===== src/mem_arbiter_defines.svh =====
`ifndef MEM_ARBITER_DEFINES_SVH
`define MEM_ARBITER_DEFINES_SVH

// Cache line width in bits
`define MA_LINE_BITS 256

// Width of one memory beat
`define MA_BURST_BITS 64

// Beats per cache line
`define MA_BEATS 4

// Byte address width on both cache ports and the memory port
`define MA_ADDR_BITS 32

`endif

===== src/mem_arbiter_pkg.sv =====
`include "mem_arbiter_defines.svh"

package mem_arbiter_pkg;

	// One cache line as a flat word or as beats with beat 0 in the low bits
	typedef union packed {
		logic [`MA_LINE_BITS-1:0] word;
		logic [`MA_BEATS-1:0][`MA_BURST_BITS-1:0] beats;
	} cache_line_u;

	// Which cache and which operation a transaction serves
	typedef enum logic [1:0] {
		SRC_DREAD,
		SRC_DWRITE,
		SRC_IREAD
	} req_src_e;

	// One memory transaction as it moves between the stages
	typedef struct packed {
		req_src_e src;
		logic [`MA_ADDR_BITS-1:0] addr;
		cache_line_u line;
	} mem_txn_s;

endpackage : mem_arbiter_pkg


===== src/mem_arbiter.sv =====
`include "mem_arbiter_defines.svh"

module mem_arbiter (
	input  logic clk,
	input  logic reset_n,

	// Data cache
	input  mem_arbiter_pkg::cache_line_u d_line_i,
	output mem_arbiter_pkg::cache_line_u d_line_o,
	input  logic [`MA_ADDR_BITS-1:0] d_address_i,
	input  logic d_read_i,
	input  logic d_write_i,
	output logic d_resp_o,

	// Instruction cache
	output mem_arbiter_pkg::cache_line_u i_line_o,
	input  logic [`MA_ADDR_BITS-1:0] i_address_i,
	input  logic i_read_i,
	output logic i_resp_o,

	// Burst memory
	input  logic resp_i,
	input  logic [`MA_BURST_BITS-1:0] burst_i,
	output logic [`MA_BURST_BITS-1:0] burst_o,
	output logic [`MA_ADDR_BITS-1:0] address_o,
	output logic read_o,
	output logic write_o,

	// CPU
	output logic stall_o
);

	logic txn_valid;
	logic done;
	logic release_txn;
	mem_arbiter_pkg::mem_txn_s sel_txn;
	mem_arbiter_pkg::mem_txn_s eng_txn;

	req_select u_select (
		.clk         (clk),
		.reset_n     (reset_n),
		.d_read_i    (d_read_i),
		.d_write_i   (d_write_i),
		.i_read_i    (i_read_i),
		.d_address_i (d_address_i),
		.i_address_i (i_address_i),
		.d_line_i    (d_line_i),
		.release_i   (release_txn),
		.txn_valid_o (txn_valid),
		.txn_o       (sel_txn),
		.stall_o     (stall_o)
	);

	burst_engine u_engine (
		.clk         (clk),
		.reset_n     (reset_n),
		.txn_valid_i (txn_valid),
		.txn_i       (sel_txn),
		.resp_i      (resp_i),
		.burst_i     (burst_i),
		.burst_o     (burst_o),
		.address_o   (address_o),
		.read_o      (read_o),
		.write_o     (write_o),
		.done_o      (done),
		.txn_o       (eng_txn)
	);

	resp_router u_router (
		.clk       (clk),
		.reset_n   (reset_n),
		.done_i    (done),
		.txn_i     (eng_txn),
		.d_line_o  (d_line_o),
		.i_line_o  (i_line_o),
		.d_resp_o  (d_resp_o),
		.i_resp_o  (i_resp_o),
		.release_o (release_txn)
	);

endmodule : mem_arbiter


===== src/resp_router.sv =====
`include "mem_arbiter_defines.svh"

module resp_router (
	input  logic clk,
	input  logic reset_n,

	// Completed transaction from the burst engine
	input  logic done_i,
	input  mem_arbiter_pkg::mem_txn_s txn_i,

	// Cache side
	output mem_arbiter_pkg::cache_line_u d_line_o,
	output mem_arbiter_pkg::cache_line_u i_line_o,
	output logic d_resp_o,
	output logic i_resp_o,

	// Back to the select stage
	output logic release_o
);

	logic to_icache;

	assign to_icache = (txn_i.src == mem_arbiter_pkg::SRC_IREAD);

	// One-cycle pulses starting at the edge of the last beat
	always_ff @(posedge clk, posedge reset_n) begin
		if (reset_n) begin
			d_resp_o <= 1'b0;
			i_resp_o <= 1'b0;
			release_o <= 1'b0;
		end else begin
			d_resp_o <= done_i && !to_icache;
			i_resp_o <= done_i && to_icache;
			release_o <= done_i;
		end
	end

	// Lines stay on the outputs after the pulse
	always_ff @(posedge clk) begin
		if (done_i && txn_i.src == mem_arbiter_pkg::SRC_DREAD) begin
			d_line_o <= txn_i.line;
		end
		if (done_i && to_icache) begin
			i_line_o <= txn_i.line;
		end
	end

endmodule : resp_router


===== src/burst_engine.sv =====
`include "mem_arbiter_defines.svh"

module burst_engine (
	input  logic clk,
	input  logic reset_n,

	// Held transaction from the select stage
	input  logic txn_valid_i,
	input  mem_arbiter_pkg::mem_txn_s txn_i,

	// Memory port
	input  logic resp_i,
	input  logic [`MA_BURST_BITS-1:0] burst_i,
	output logic [`MA_BURST_BITS-1:0] burst_o,
	output logic [`MA_ADDR_BITS-1:0] address_o,
	output logic read_o,
	output logic write_o,

	// Completed transaction to the router
	output logic done_o,
	output mem_arbiter_pkg::mem_txn_s txn_o
);

	localparam int BEAT_BITS = $clog2(`MA_BEATS);
	localparam logic [BEAT_BITS-1:0] LAST_BEAT = BEAT_BITS'(`MA_BEATS - 1);

	typedef enum logic [1:0] {
		ST_IDLE,
		ST_BEAT,
		ST_DONE
	} state_e;

	state_e state_q;
	logic [BEAT_BITS-1:0] beat_q;
	logic active;
	logic is_write;
	logic beat_done;
	mem_arbiter_pkg::cache_line_u rd_line_q;
	mem_arbiter_pkg::cache_line_u rd_line;

	// A new transaction drives the port in the first cycle it is held
	assign active = (state_q == ST_BEAT) || (state_q == ST_IDLE && txn_valid_i);
	assign is_write = (txn_i.src == mem_arbiter_pkg::SRC_DWRITE);
	assign beat_done = active && resp_i;

	assign read_o = active && !is_write;
	assign write_o = active && is_write;
	assign address_o = active ? txn_i.addr : '0;
	assign burst_o = write_o ? txn_i.line.beats[beat_q] : '0;

	// Last beat completes in this cycle
	assign done_o = beat_done && (beat_q == LAST_BEAT);

	// Read line with the beat on burst_i merged in
	always_comb begin
		rd_line = rd_line_q;
		rd_line.beats[beat_q] = burst_i;
	end

	always_comb begin
		txn_o = txn_i;
		if (!is_write) begin
			txn_o.line = rd_line;
		end
	end

	always_ff @(posedge clk, posedge reset_n) begin
		if (reset_n) begin
			state_q <= ST_IDLE;
			beat_q <= '0;
		end else begin
			if (beat_done) begin
				// Counter wraps back to beat 0 after the last beat
				beat_q <= beat_q + 1'b1;
			end
			case (state_q)
				ST_IDLE: begin
					if (txn_valid_i) begin
						state_q <= ST_BEAT;
					end
				end
				ST_BEAT: begin
					if (done_o) begin
						state_q <= ST_DONE;
					end
				end
				ST_DONE: begin
					// Wait for the select stage to drop the served transaction
					if (!txn_valid_i) begin
						state_q <= ST_IDLE;
					end
				end
				default: begin
					state_q <= ST_IDLE;
				end
			endcase
		end
	end

	// Gather read beats
	always_ff @(posedge clk) begin
		if (read_o && resp_i) begin
			rd_line_q <= rd_line;
		end
	end

endmodule : burst_engine


===== src/req_select.sv =====
`include "mem_arbiter_defines.svh"

module req_select (
	input  logic clk,
	input  logic reset_n,

	// Cache request levels
	input  logic d_read_i,
	input  logic d_write_i,
	input  logic i_read_i,
	input  logic [`MA_ADDR_BITS-1:0] d_address_i,
	input  logic [`MA_ADDR_BITS-1:0] i_address_i,
	input  mem_arbiter_pkg::cache_line_u d_line_i,

	// From the response router
	input  logic release_i,

	// To the burst engine
	output logic txn_valid_o,
	output mem_arbiter_pkg::mem_txn_s txn_o,

	// To the CPU
	output logic stall_o
);

	logic held_q;
	logic any_req;
	logic take;
	mem_arbiter_pkg::mem_txn_s pick;
	mem_arbiter_pkg::mem_txn_s txn_q;

	assign any_req = d_write_i || d_read_i || i_read_i;

	// Only latch when nothing is held; requests during the release cycle are ignored
	assign take = !held_q && any_req;

	// D-write wins over D-read, which wins over I-read
	always_comb begin
		pick.src = mem_arbiter_pkg::SRC_IREAD;
		pick.addr = i_address_i;
		pick.line.word = '0;
		if (d_write_i) begin
			pick.src = mem_arbiter_pkg::SRC_DWRITE;
			pick.addr = d_address_i;
			pick.line.word = d_line_i.word;
		end else if (d_read_i) begin
			pick.src = mem_arbiter_pkg::SRC_DREAD;
			pick.addr = d_address_i;
		end
	end

	always_ff @(posedge clk, posedge reset_n) begin
		if (reset_n) begin
			held_q <= 1'b0;
		end else if (release_i) begin
			held_q <= 1'b0;
		end else if (take) begin
			held_q <= 1'b1;
		end
	end

	// Transaction payload, stable until release
	always_ff @(posedge clk) begin
		if (take) begin
			txn_q <= pick;
		end
	end

	assign txn_valid_o = held_q;
	assign txn_o = txn_q;

	// Stall as soon as a request shows up, not only once it is latched
	assign stall_o = any_req || held_q;

endmodule : req_select


===== config.mk =====
export PLATFORM = sky130hd
export DESIGN_NAME = mem_arbiter
export DESIGN_NICKNAME = d
export VERILOG_FILES = /design/src/mem_arbiter_pkg.sv /design/src/mem_arbiter.sv /design/src/resp_router.sv /design/src/burst_engine.sv /design/src/req_select.sv
export VERILOG_INCLUDE_DIRS = /design/src
export SDC_FILE = /design/constraint.sdc
export NUM_CORES = 1
export LEC_CHECK = 0
export BUFFER_PORTS_ARGS = -buffer_cell sky130_fd_sc_hd__buf_2
export CAP_MARGIN = 20
export CORE_AREA = 2 2 389 391
export CTS_CLUSTER_SIZE = 12
export DETAILED_ROUTE_END_ITERATION = 12
export DIE_AREA = 0 0 391 393
export PLACE_DENSITY_LB_ADDON = 0.1
export SLEW_MARGIN = 10
export SYNTH_ARGS = -nofsm -noshare
export SYNTH_HDL_FRONTEND = slang
export SYNTH_SLANG_ARGS = --single-unit

===== constraint.sdc =====
create_clock -name clk -period 20.3 [get_ports clk]
set_input_delay 4.06 -clock clk [delete_from_list [all_inputs] [get_ports clk]]
set_output_delay 4.06 -clock clk [all_outputs]
set_load 0.02 [all_outputs]

# Word-level counts from Yosys, hierarchy flattened
# Index checks and enable logic that the tools add are counted.
totals:
  reg_bits: 1066
  out_inout_bits: 613
  word_cells: 61
  input_bits: 390
op_classes:
  n_eq_ne: 8
  n_addsub: 1
  reduce_logical: 22
  muxes: 16
  order_cmp: 2
op_table:
  columns: ["op", "n"]
  rows:
  - ["bitwise mux 256 bit", 1]
  - ["two-way mux 256 bit", 1]
  - ["two-way mux 64 bit", 3]
  - ["binary-select mux 64 bit (select 2 bit)", 1]
  - ["demux 64 bit (select 2 bit)", 1]
  - ["two-way mux 32 bit", 2]
  - ["two-way mux 34 bit", 1]
  - ["logical AND 1 bit", 11]
  - ["equality test 2 bit, second input constant", 3]
  - ["two-way mux 2 bit", 3]
  - ["one-hot mux 2 bit (3 select lines)", 1]
  - ["equality test 2 x 1 -> 1 bit, second input constant", 2]
  - ["logical NOT 2 bit", 2]
  - ["logical OR 1 bit", 4]
  - ["inequality test 2 bit, second input constant", 2]
  - ["logical NOT 1 bit", 3]
  - ["< comparator 2 x 3 -> 1 bit, second input constant", 1]
  - ["AND reduction 3 bit", 1]
  - ["adder 2 x 1 -> 2 bit, second input constant", 1]
  - ["greater-or-equal comparator 2 x 1 -> 1 bit, second input constant", 1]
  - ["two-way mux 1 bit", 2]
  - ["inequality test 2 x 1 -> 1 bit, second input constant", 1]
  - ["nonzero test 2 bit", 1]

# Logic depth before layout (Yosys ltp)
# Gate-level depths: netlist (run 1).
depth:
  ltp_word: 7
  ltp_mapped: 9
  depth_no_buf: 5

# Cells and area by module
# Synthesis (run 1) repeated with hierarchy kept, for this count alone.
hier_totals:
  cells_unflattened: 2755
  area_unflattened_um2: 42954.9
by_module_without_submodules:
  columns: ["mod", "area_each_um2", "seq_area_each_um2", "n_inst", "cells_each"]
  rows:
  - ["burst_engine", 16578.4, 7787.5, 1, 1618]
  - ["resp_router", 15478.6, 15449.8, 1, 520]
  - ["req_select", 10898.0, 8733.4, 1, 617]

# Worst setup path after synthesis (run 1)
# OpenSTA, ideal clock, no wires.
synth_path:
  kind: "input to register"
  from: "input resp_i"
  to: "register u_router.i_resp_o"
  setup_ps: 1995
  stages: 2
  n_path_buf: 0
  setup_slack_ps: -4451
  t_arrival_ps: 22757
  t_required_ps: 18305
  path_cell_list: "nand3_1 nor3b_1"
synth_between:
  elab_chain_cells: 3
synth_rtl:
  columns: ["element", "line_no", "rtl"]
  rows:
  - ["from (decl)", "mem_arbiter.sv:22", "input logic resp_i,"]
  - ["logical AND 1 bit", "burst_engine.sv:44", "assign beat_done = active && resp_i;"]
  - ["logical AND 1 bit", "burst_engine.sv:52", "assign done_o = beat_done && (beat_q == LAST_BEAT);"]
  - ["logical AND 1 bit", "resp_router.sv:33", "i_resp_o <= done_i && to_icache;"]
  - ["to (signal assigned)", "resp_router.sv:33", null]
  - ["to (decl)", "resp_router.sv:15", "output logic i_resp_o,"]
# No other way between the ends.
# A chain may end at the register's enable or synchronous reset.

# Final worst setup path (run 1)
layout_path:
  from: "input d_write_i"
  to: "output stall_o"
layout_between:
  elab_chain_cells: 3
layout_rtl:
  columns: ["element", "line_no", "rtl"]
  rows:
  - ["from (decl)", "mem_arbiter.sv:12", "input logic d_write_i,"]
  - ["logical OR 1 bit (2 in a row)", "req_select.sv:32", "assign any_req = d_write_i || d_read_i || i_read_i;"]
  - ["logical OR 1 bit", "req_select.sv:73", "assign stall_o = any_req || held_q;"]
  - ["to (decl)", "mem_arbiter.sv:30", "output logic stall_o"]
# No other way between the ends.

==> results_dict.tcl, run 1 <==
set metrics [dict create \
    fin_util_pct 36.0 \
    r2r-end "u_router.d_line_o[233]" \
    initial_core_util_pct 28.6 \
    max_cap_viol_count 0 \
    path_max_fanout 46 \
    final_common_cell "edfxtp_1" \
    required_ns 16.24 \
    r2r_cells 7 \
    syn_area_um2 42700 \
    whs_path_depth 1 \
    fp.coreArea_um2 149000 \
    synth_top_cell_by_area "edfxtp_1" \
    setup_tns_ns 0 \
    die_y_um 393 \
    crit_type "input pin to primary output" \
    antenna_found_initial 80 \
    io-pin-count 1003 \
    max_freq_mhz 110 \
    cts_hold_buf 0 \
    endpoint "stall_o" \
    syn_inst 2720 \
    place_area_um2 49800 \
    synth.avg_cell_area_um2 15.7 \
    startpoint "d_write_i" \
    fin_hold_ws_ns 0.519 \
    clock-root-buffer "clkbuf_16" \
    ir_drop_mv 0.0705 \
    first_global_vias 26900 \
    clk_pin_slew_ns 0.06 \
    vias 26000 \
    cts_resized 0 \
    r2r_start "u_engine.beat_q[0]" \
    holdCritPathClass "register to register" \
    clockBufferDepth 3 \
    die_area_um2 154000 \
    drtIter0Drc 1513 \
    period_share_pct 44.8 \
    rows 142 \
    synth.area.top_cells "edfxtp_1, mux2_2, nor2_1" \
    ys_types 27 \
    final_cell_mix "edfxtp_1, buf_2, nor2_1, mux2_2, and2_1" \
    fin_area_um2 53800 \
    synth_seq_cells 1066 \
    rrSetupSlack_ns 15.60 \
    hold_viol 0 \
    drv_slew 0 \
    place_inst 5554 \
    cp.arrival_ns 5.04 \
    hpwl_um 104000 \
    yosysTopAreaCellShare_pct 74.5 \
    gp_congestion 0.782 \
    fin_nets 4127 \
    avgViaCountPerCell 4.49 \
    cts_max_level 3 \
    worst_pin_slew_ns 1.13 \
    drt-total-wl_um 148000 \
    syn2layout_area_growth_pct 26.0 \
    skew_ns 0.0348 \
    startpoint_type "input pin" \
    wl_per_cell_um 25.6 \
    endpoint_kind "primary output" \
    status "completed" \
    cts_buffers 121 \
    cts.sinks 1066 \
    portBuffers 1002 \
    clk_latency_ns 0.75 \
    track_usage_pct 18.6 \
    drt_pass1_iterations 5 \
    synth_nets 3114 \
    layout-drive-gt1-share_pct 41.2 \
    min_period_ns 9.10 \
    drc 0 \
    synth_warnings 0 \
    rsz0062_at_grt "no" \
    maxSlewHeadroom_pct 24.5 \
    chipWidth_um 391 \
    post-cts-setup-buffer-count 0 \
    setup_viol 0 \
    final_antenna_net_count 0 \
    tritoncts "yes" \
    grt_pass1_wl_um 202000 \
    yosysSeqAreaShare_pct 74.9 \
    grt_start_max_net_pins 140 \
    power_density_nw_per_um2 135 \
    grt_overflow 0 \
    p_leak_nw 20.3 \
    fin_cells 5795 \
]
[routing by layer]
layer | vias to the layer above | part of all wire, % | track usage [%]
met5 | - | 0.12 | 0
met4 | 30 | 2.7 | 6.36
li1 | 11900 | - | -
met3 | 251 | 5.8 | 4.31
met2 | 840 | 52 | 33.1
met1 | 13000 | 40 | 21.9
[registers in the layout, summed over array words and instances, names as in the netlist]
name and count:
u_engine.beat_q 2, u_engine.rd_line_q 256, u_engine.state_q 2, u_router.d_line_o 256, u_router.d_resp_o 1, u_router.i_line_o 256
u_router.i_resp_o 1, u_router.release_o 1, u_select.txn_o 290, u_select.txn_valid_o 1
[where the power goes]
part / internal [mW] / total [mW] / switching [mW]
combinational: 0.681 / 1.94 / 1.26
clock: 1.25 / 2.16 / 0.914
sequential: 3.04 / 3.18 / 0.146
[cell families (layout without fill, tap and decap cells)]
family | count (synthesis) | in the layout | synth area share (%)
simple gates | 1137 | 1137 | 12.1
flops | 1066 | 1066 | 74.9
mux | 353 | 353 | 11.0
buf+inv | 155 | 1261 | 1.73
fa+ha+maj | 4 | 4 | 0.117
compound gates | 4 | 4 | 0.0645
xor+xnor | 1 | 1 | 0.0205
other cells | 0 | 25 | 0
[cell usage after synthesis (all sizes together)]
cell	n
edfxtp	1058
nor2	772
and2	289
nor3b	1
mux2	289
a21oi	1
o21ai	1
nor3	2
o21bai	1
ha	4
inv	5
dfrtp	8
nand3	2
clkbuf	49
and3	65
xnor2	1
nand2	1
nand2b	2
nand3b	1
o21ba	1
nor2b	2
mux4	64
buf	101
[critical path, cell delays in order]
cell and delay (ns):
buf_6 0.18, nor3_1 0.42, nand2b_1 0.17, buf_2 0.19
[per-stage QoR]
| stage | worst slack (ns) | power [mW] |
|---|---|---|
| global placement | 11.19 | 5.21 |
| detailed placement | 11.19 | 5.23 |
| global route | 11.11 | 7.63 |
| CTS | 11.19 | 7.42 |
| floorplan | 3.00 | 4.52 |
| finish | 11.20 | 7.29 |
[area by class of cell]
class | count | area, µm²
Fill cell | 14700 | 95500
Antenna cell | 25 | 62.6
Sequential cell | 1066 | 32000
Inverter | 5 | 18.8
Tap cell | 1944 | 2430
Clock inverter | 72 | 736
Multi-Input combinational cell | 1499 | 10100
Clock buffer | 144 | 3130
Timing Repair Buffer | 1040 | 5340
[worst min path at each step]
stage                                      end  slack, ns                start
after floorplan           u_select.txn_valid_o       0.38   u_router.release_o
after global placement     u_engine.state_q[1]       0.51  u_engine.state_q[1]
after detailed placement   u_engine.state_q[1]       0.51  u_engine.state_q[1]
after CTS                 u_select.txn_valid_o       0.52   u_router.release_o
after global routing      u_select.txn_valid_o       0.52   u_router.release_o
final                      u_engine.state_q[1]       0.52  u_engine.state_q[1]
(Power assumes the default switching activity.)
==> inputs of run 2 (changes only) <==
- CORE_AREA: 2 2 389 391 -> 2 2 393 395
- DIE_AREA: 0 0 391 393 -> 0 0 395 397
- clock period: 20.3 -> 9.4 ns (I/O delays scaled with it)
==> run 2 against run 1 <==
Against the previous run: sequential cell count unchanged; clock skew shrank 0.0028 ns; register-to-register slack got worse by 11 ns; final area grew 0.57%; critical path depth unchanged; count of clock-buffer cells in the layout increased by 24; via count up 1.2%; global-route usage grew 0.36 points; final cell count up 1.7%; combinational power up 120%; die area rose by 2.1%; sequential share of layout area decreased by 0.33 points; critical path type is now register to primary output.
==> results_dict.tcl, run 2 (same netlist as run 1, synthesis figures left out) <==
set metrics [dict create \
    status "completed" \
    max_stage_delay_ns 0.88 \
    cts_resized 0 \
    clk_latency_ns 0.76 \
    fin_cells 5892 \
    drc 0 \
    wl_per_cell_um 26.0 \
    path_max_fanout 35 \
    cts_buffers 131 \
    largest_reg_flops 290 \
    slowest_stage "dfrtp_4" \
    fillers 15000 \
    drtIter0Drc 1675 \
    clk_pin_slew_ns 0.06 \
    cts_max_level 4 \
    first_global_vias 27200 \
    crit_type "register to primary output" \
    power_density_nw_per_um2 294 \
    p_sw_mw 5.05 \
    rows 144 \
    crit_chain "buf_4, mux4_2, and3_1, buf_2" \
    fin_area_um2 54100 \
    fp.coreArea_um2 153000 \
    vias 26300 \
    hold_viol 0 \
    min_period_ns 5.23 \
    startpoint_type "register" \
    final_antenna_net_count 0 \
    drt_pass1_iterations 5 \
    cp_top_family "buffers and inverters" \
    post-cts-setup-buffer-count 0 \
    top_usage_layer "met2" \
    critPathBufInv 2 \
    fin_hold_ws_ns 0.470 \
    p_clk_share_pct 30.5 \
    die_y_um 397 \
    die_area_um2 157000 \
    skew_ns 0.0320 \
    grtUsageMet3_pct 4.51 \
    ir_drop_mv 0.153 \
    place_area_um2 50000 \
    cp.arrival_ns 3.35 \
    place_inst 5649 \
    cts.sinks 1066 \
    track_usage_pct 18.9 \
    grt_start_max_net_pins 133 \
    holdCritPathClass "register to register" \
    grt_overflow 0 \
    rsz0062_at_grt "no" \
    avgViaCountPerCell 4.46 \
    hpwl_um 108000 \
    cts_hold_buf 0 \
    layout-drive-gt1-share_pct 41.1 \
    fin_nets 4132 \
    drt-total-wl_um 153000 \
    setup_viol 0 \
    required_ns 7.52 \
    drv_slew 0 \
    setup_tns_ns 0 \
    maxSlewHeadroom_pct 19.2 \
    p_leak_nw 20.4 \
    period_share_pct 55.6 \
    max_cap_viol_count 0 \
    grt_pass1_wl_um 210000 \
    chipWidth_um 395 \
    pwr-share-comb_pct 26.3 \
    p_int_mw 10.9 \
    fin_util_pct 35.4 \
    portBuffers 1002 \
    final_common_cell "edfxtp_1" \
    antenna_found_initial 60 \
    use_met2_pct 33.1 \
    clockBufferDepth 3 \
    worst_pin_slew_ns 1.21 \
    final_cell_mix "edfxtp_1, buf_2, nor2_1, mux2_2, and2_1" \
    endpoint_kind "primary output" \
    gp_congestion 0.812 \
    max_freq_mhz 191 \
    syn2layout_area_growth_pct 26.7 \
    pwr-share-seq_pct 43.2 \
    tritoncts "yes" \
    initial_core_util_pct 27.9 \
    io-pin-count 1003 \
    clock-root-buffer "clkbuf_16" \
    gr-usage-met1_pct 22.8 \
    swShare_pct 31.7 \
]
[run 2: routing by layer]
layer | up-vias | share of wire [%]
met5 | - | 0.11
met2 | 869 | 51
met3 | 268 | 5.4
li1 | 11900 | -
met1 | 13300 | 40
met4 | 30 | 3.0
[run 2: worst register-to-register path, stage by stage (launching register included)]
cell and delay, ns:
dfrtp_4 0.88, buf_4 0.82, ha_4 0.71, nand3_1 0.43
nor3b_4 0.35, buf_4 0.61, buf_4 0.71
[run 2: power groups by stage]
stage | Sequential, mW | Clock (mW) | Combinational, mW
floorplan | 7.10 | 0 | 2.55
global placement | 6.97 | 0 | 4.27
detailed placement | 6.97 | 0 | 4.31
CTS | 6.88 | 5.01 | 4.32
global route | 6.94 | 5.19 | 4.55
finish | 6.87 | 4.85 | 4.19
[run 2: path summary, 6_finish.rpt]
kind	depth (start not counted)	startpoint	end	slack [ns]
setup / recovery	4	u_engine.beat_q[1]	burst_o[17]	4.17
hold / removal	1	u_router.release_o	u_select.txn_valid_o	0.47
setup reg to reg	6	u_engine.beat_q[1]	u_router.i_line_o[102]	4.45
hold reg to reg	1	u_router.release_o	u_select.txn_valid_o	0.47
max in group asynchronous	2	reset_n	u_engine.beat_q[0]	7.83
min in group asynchronous	2	reset_n	u_router.i_resp_o	1.15
[run 2: final cells by class]
class / instances / area (µm²) / share of cell area, %
antenna: 17 / 42.5 / 0.0787
sequential: 1066 / 32000 / 59.1
tap: 2044 / 2560 / 4.73
timing repair buffer: 1035 / 5370 / 9.93
multi-input combinational: 1499 / 10100 / 18.6
clock buffer: 168 / 3580 / 6.61
inverter: 5 / 18.8 / 0.0347
clock inverter: 58 / 468 / 0.865
[run 2: metrics by stage]
stage	power [mW]	worst slack, ns
after floorplan	9.64	0.271
after global placement	11.2	4.36
after detailed placement	11.3	4.23
after CTS	16.2	4.01
after global routing	16.7	4.04
final	15.9	4.17
==> inputs of run 3 (changes only) <==
- CORE_AREA: 2 2 393 395 -> 2 2 389 391
- DIE_AREA: 0 0 395 397 -> 0 0 391 393
- clock period: 9.4 -> 4.37 ns (I/O delays scaled with it)
==> run 3 against run 2 <==
Against the previous run: first-iteration DRC count fell by 11%; via count grew 0.36%; clock power grew 110%; wire length down 2.1%; worst hold slack got worse by 0.32 ns; power is 110% higher; final cell count fell by 1.1%; worst setup slack worse by 3.7 ns; global-route usage fell by 0.074 points; critical endpoint is now burst_o[1]; highest routed layer unchanged.
==> results_dict.tcl, run 3 (same netlist as run 1, synthesis figures left out) <==
set metrics [dict create \
    status "completed" \
    die_y_um 393 \
    die_area_um2 154000 \
    skew_ns 0.0254 \
    startpoint "u_engine.beat_q[0]" \
    gp_congestion 0.777 \
    setup_viol 0 \
    cts_buffers 121 \
    tritoncts "yes" \
    grt_start_max_net_pins 137 \
    chipWidth_um 391 \
    fp.coreArea_um2 149000 \
    clockBufferDepth 3 \
    syn2layout_area_growth_pct 27.2 \
    clk_pin_slew_ns 0.06 \
    setup_tns_ns 0 \
    fin_nets 4148 \
    maxSlewHeadroom_pct 19.5 \
    vias 26400 \
    endpoint_kind "primary output" \
    startpoint_type "register" \
    holdCritPathClass "input pin to asynchronous set/reset pin" \
    pwr-share-comb_pct 26.9 \
    required_ns 3.50 \
    crit_type "register to primary output" \
    fin_cells 5829 \
    swShare_pct 31.7 \
    post-cts-setup-buffer-count 0 \
    first_global_vias 27400 \
    fin_util_pct 36.4 \
    cts_hold_buf 0 \
    max_cap_viol_count 0 \
    hpwl_um 107000 \
    drt-total-wl_um 150000 \
    place_inst 5575 \
    avgViaCountPerCell 4.53 \
    p_clk_share_pct 29.5 \
    slowest_stage "dfrtp_4" \
    grt_overflow 0 \
    p_sw_mw 10.8 \
    final_cell_mix "edfxtp_1, buf_2, nor2_1, mux2_2, and2_1" \
    rows 142 \
    grt_pass1_wl_um 206000 \
    wl_per_cell_um 25.7 \
    cp.arrival_ns 3.01 \
    initial_core_util_pct 28.6 \
    cts_max_level 3 \
    io-pin-count 1003 \
    final_common_cell "edfxtp_1" \
    clock-root-buffer "clkbuf_16" \
    min_period_ns 3.88 \
    power_density_nw_per_um2 627 \
    clk_latency_ns 0.74 \
    max_freq_mhz 258 \
    max_stage_delay_ns 0.98 \
    fin_hold_ws_ns 0.151 \
    portBuffers 1002 \
    hold_viol 0 \
    rsz0062_at_grt "no" \
    drv_slew 0 \
    r2r_cells 6 \
    p_leak_nw 20.5 \
    drt_pass1_iterations 4 \
    largest_reg_flops 290 \
    final_antenna_net_count 0 \
    pwr-share-seq_pct 43.6 \
    cts_resized 0 \
    crit_chain "buf_4, mux4_2, and3_1, buf_2" \
    drtIter0Drc 1483 \
    cts.sinks 1066 \
    track_usage_pct 18.9 \
    antenna_found_initial 70 \
    period_share_pct 88.8 \
    ir_drop_mv 0.349 \
    r2r_start "u_engine.beat_q[0]" \
    p_int_mw 23.3 \
    path_max_fanout 27 \
    drc 0 \
    worst_pin_slew_ns 1.21 \
    layout-drive-gt1-share_pct 41.5 \
]
-- run 3: final cells by class --
type / count / area (µm²)
clock inverter: 77 / 662
multi-input combinational: 1499 / 10100
inverter: 5 / 18.8
fill: 14600 / 95000
clock buffer: 149 / 3210
tap: 1944 / 2430
sequential: 1066 / 32000
antenna: 28 / 70.1
timing repair buffer: 1061 / 5800
-- run 3: path summary, 6_finish.rpt --
kind | to | slack (ns)
worst max-delay path | burst_o[1] | 0.49
worst max register to register | u_router.i_line_o[36] | 1.38
worst min-delay path | u_router.i_resp_o | 0.15
min in group clk | u_select.txn_valid_o | 0.40
worst min register to register | u_select.txn_valid_o | 0.40
max in group asynchronous | u_engine.beat_q[0] | 3.86
-- run 3: power groups by stage --
stage	registers (mW)	logic, mW	clock network, mW
2_1_floorplan	15.2	5.52	0
3_3_place_gp	15.1	9.33	0
3_5_place_dp	15.1	9.38	0
4_1_cts	14.9	9.41	10.3
5_1_grt	15.0	9.94	10.7
6_report	14.9	9.14	10.0
-- run 3: worst max-delay path, delay by kind of cell, from the launching register on --
family | cells | cell delay [ns]
buffers and inverters | 2 | 0.53
DFF | 1 | 0.98
muxes | 1 | 0.54
and+or+nand+nor | 1 | 0.22
-- run 3: per-layer routing --
layer | GRT usage (%) | wire (µm) | vias to the layer above | part of all wire [%]
li1 | - | - | 11900 | -
met1 | 22.7 | 59700 | 13400 | 40
met2 | 33.4 | 77800 | 859 | 52
met3 | 4.33 | 8690 | 229 | 5.8
met4 | 5.88 | 3510 | 26 | 2.3
met5 | 0 | 158 | - | 0.11
-- run 3: metrics by stage --
| stage | total power [mW] | setup slack [ns] | area [µm²] |
|---|---|---|---|
| 5_1_grt | 35.7 | 0.293 | 54200 |
| 6_report | 34.0 | 0.489 | 54300 |
| 3_5_place_dp | 24.5 | 1.14 | 50300 |
| 2_1_floorplan | 20.7 | -3.68 | 42800 |
| 3_3_place_gp | 24.4 | 1.15 | 50300 |
| 4_1_cts | 34.6 | 0.314 | 54200 |
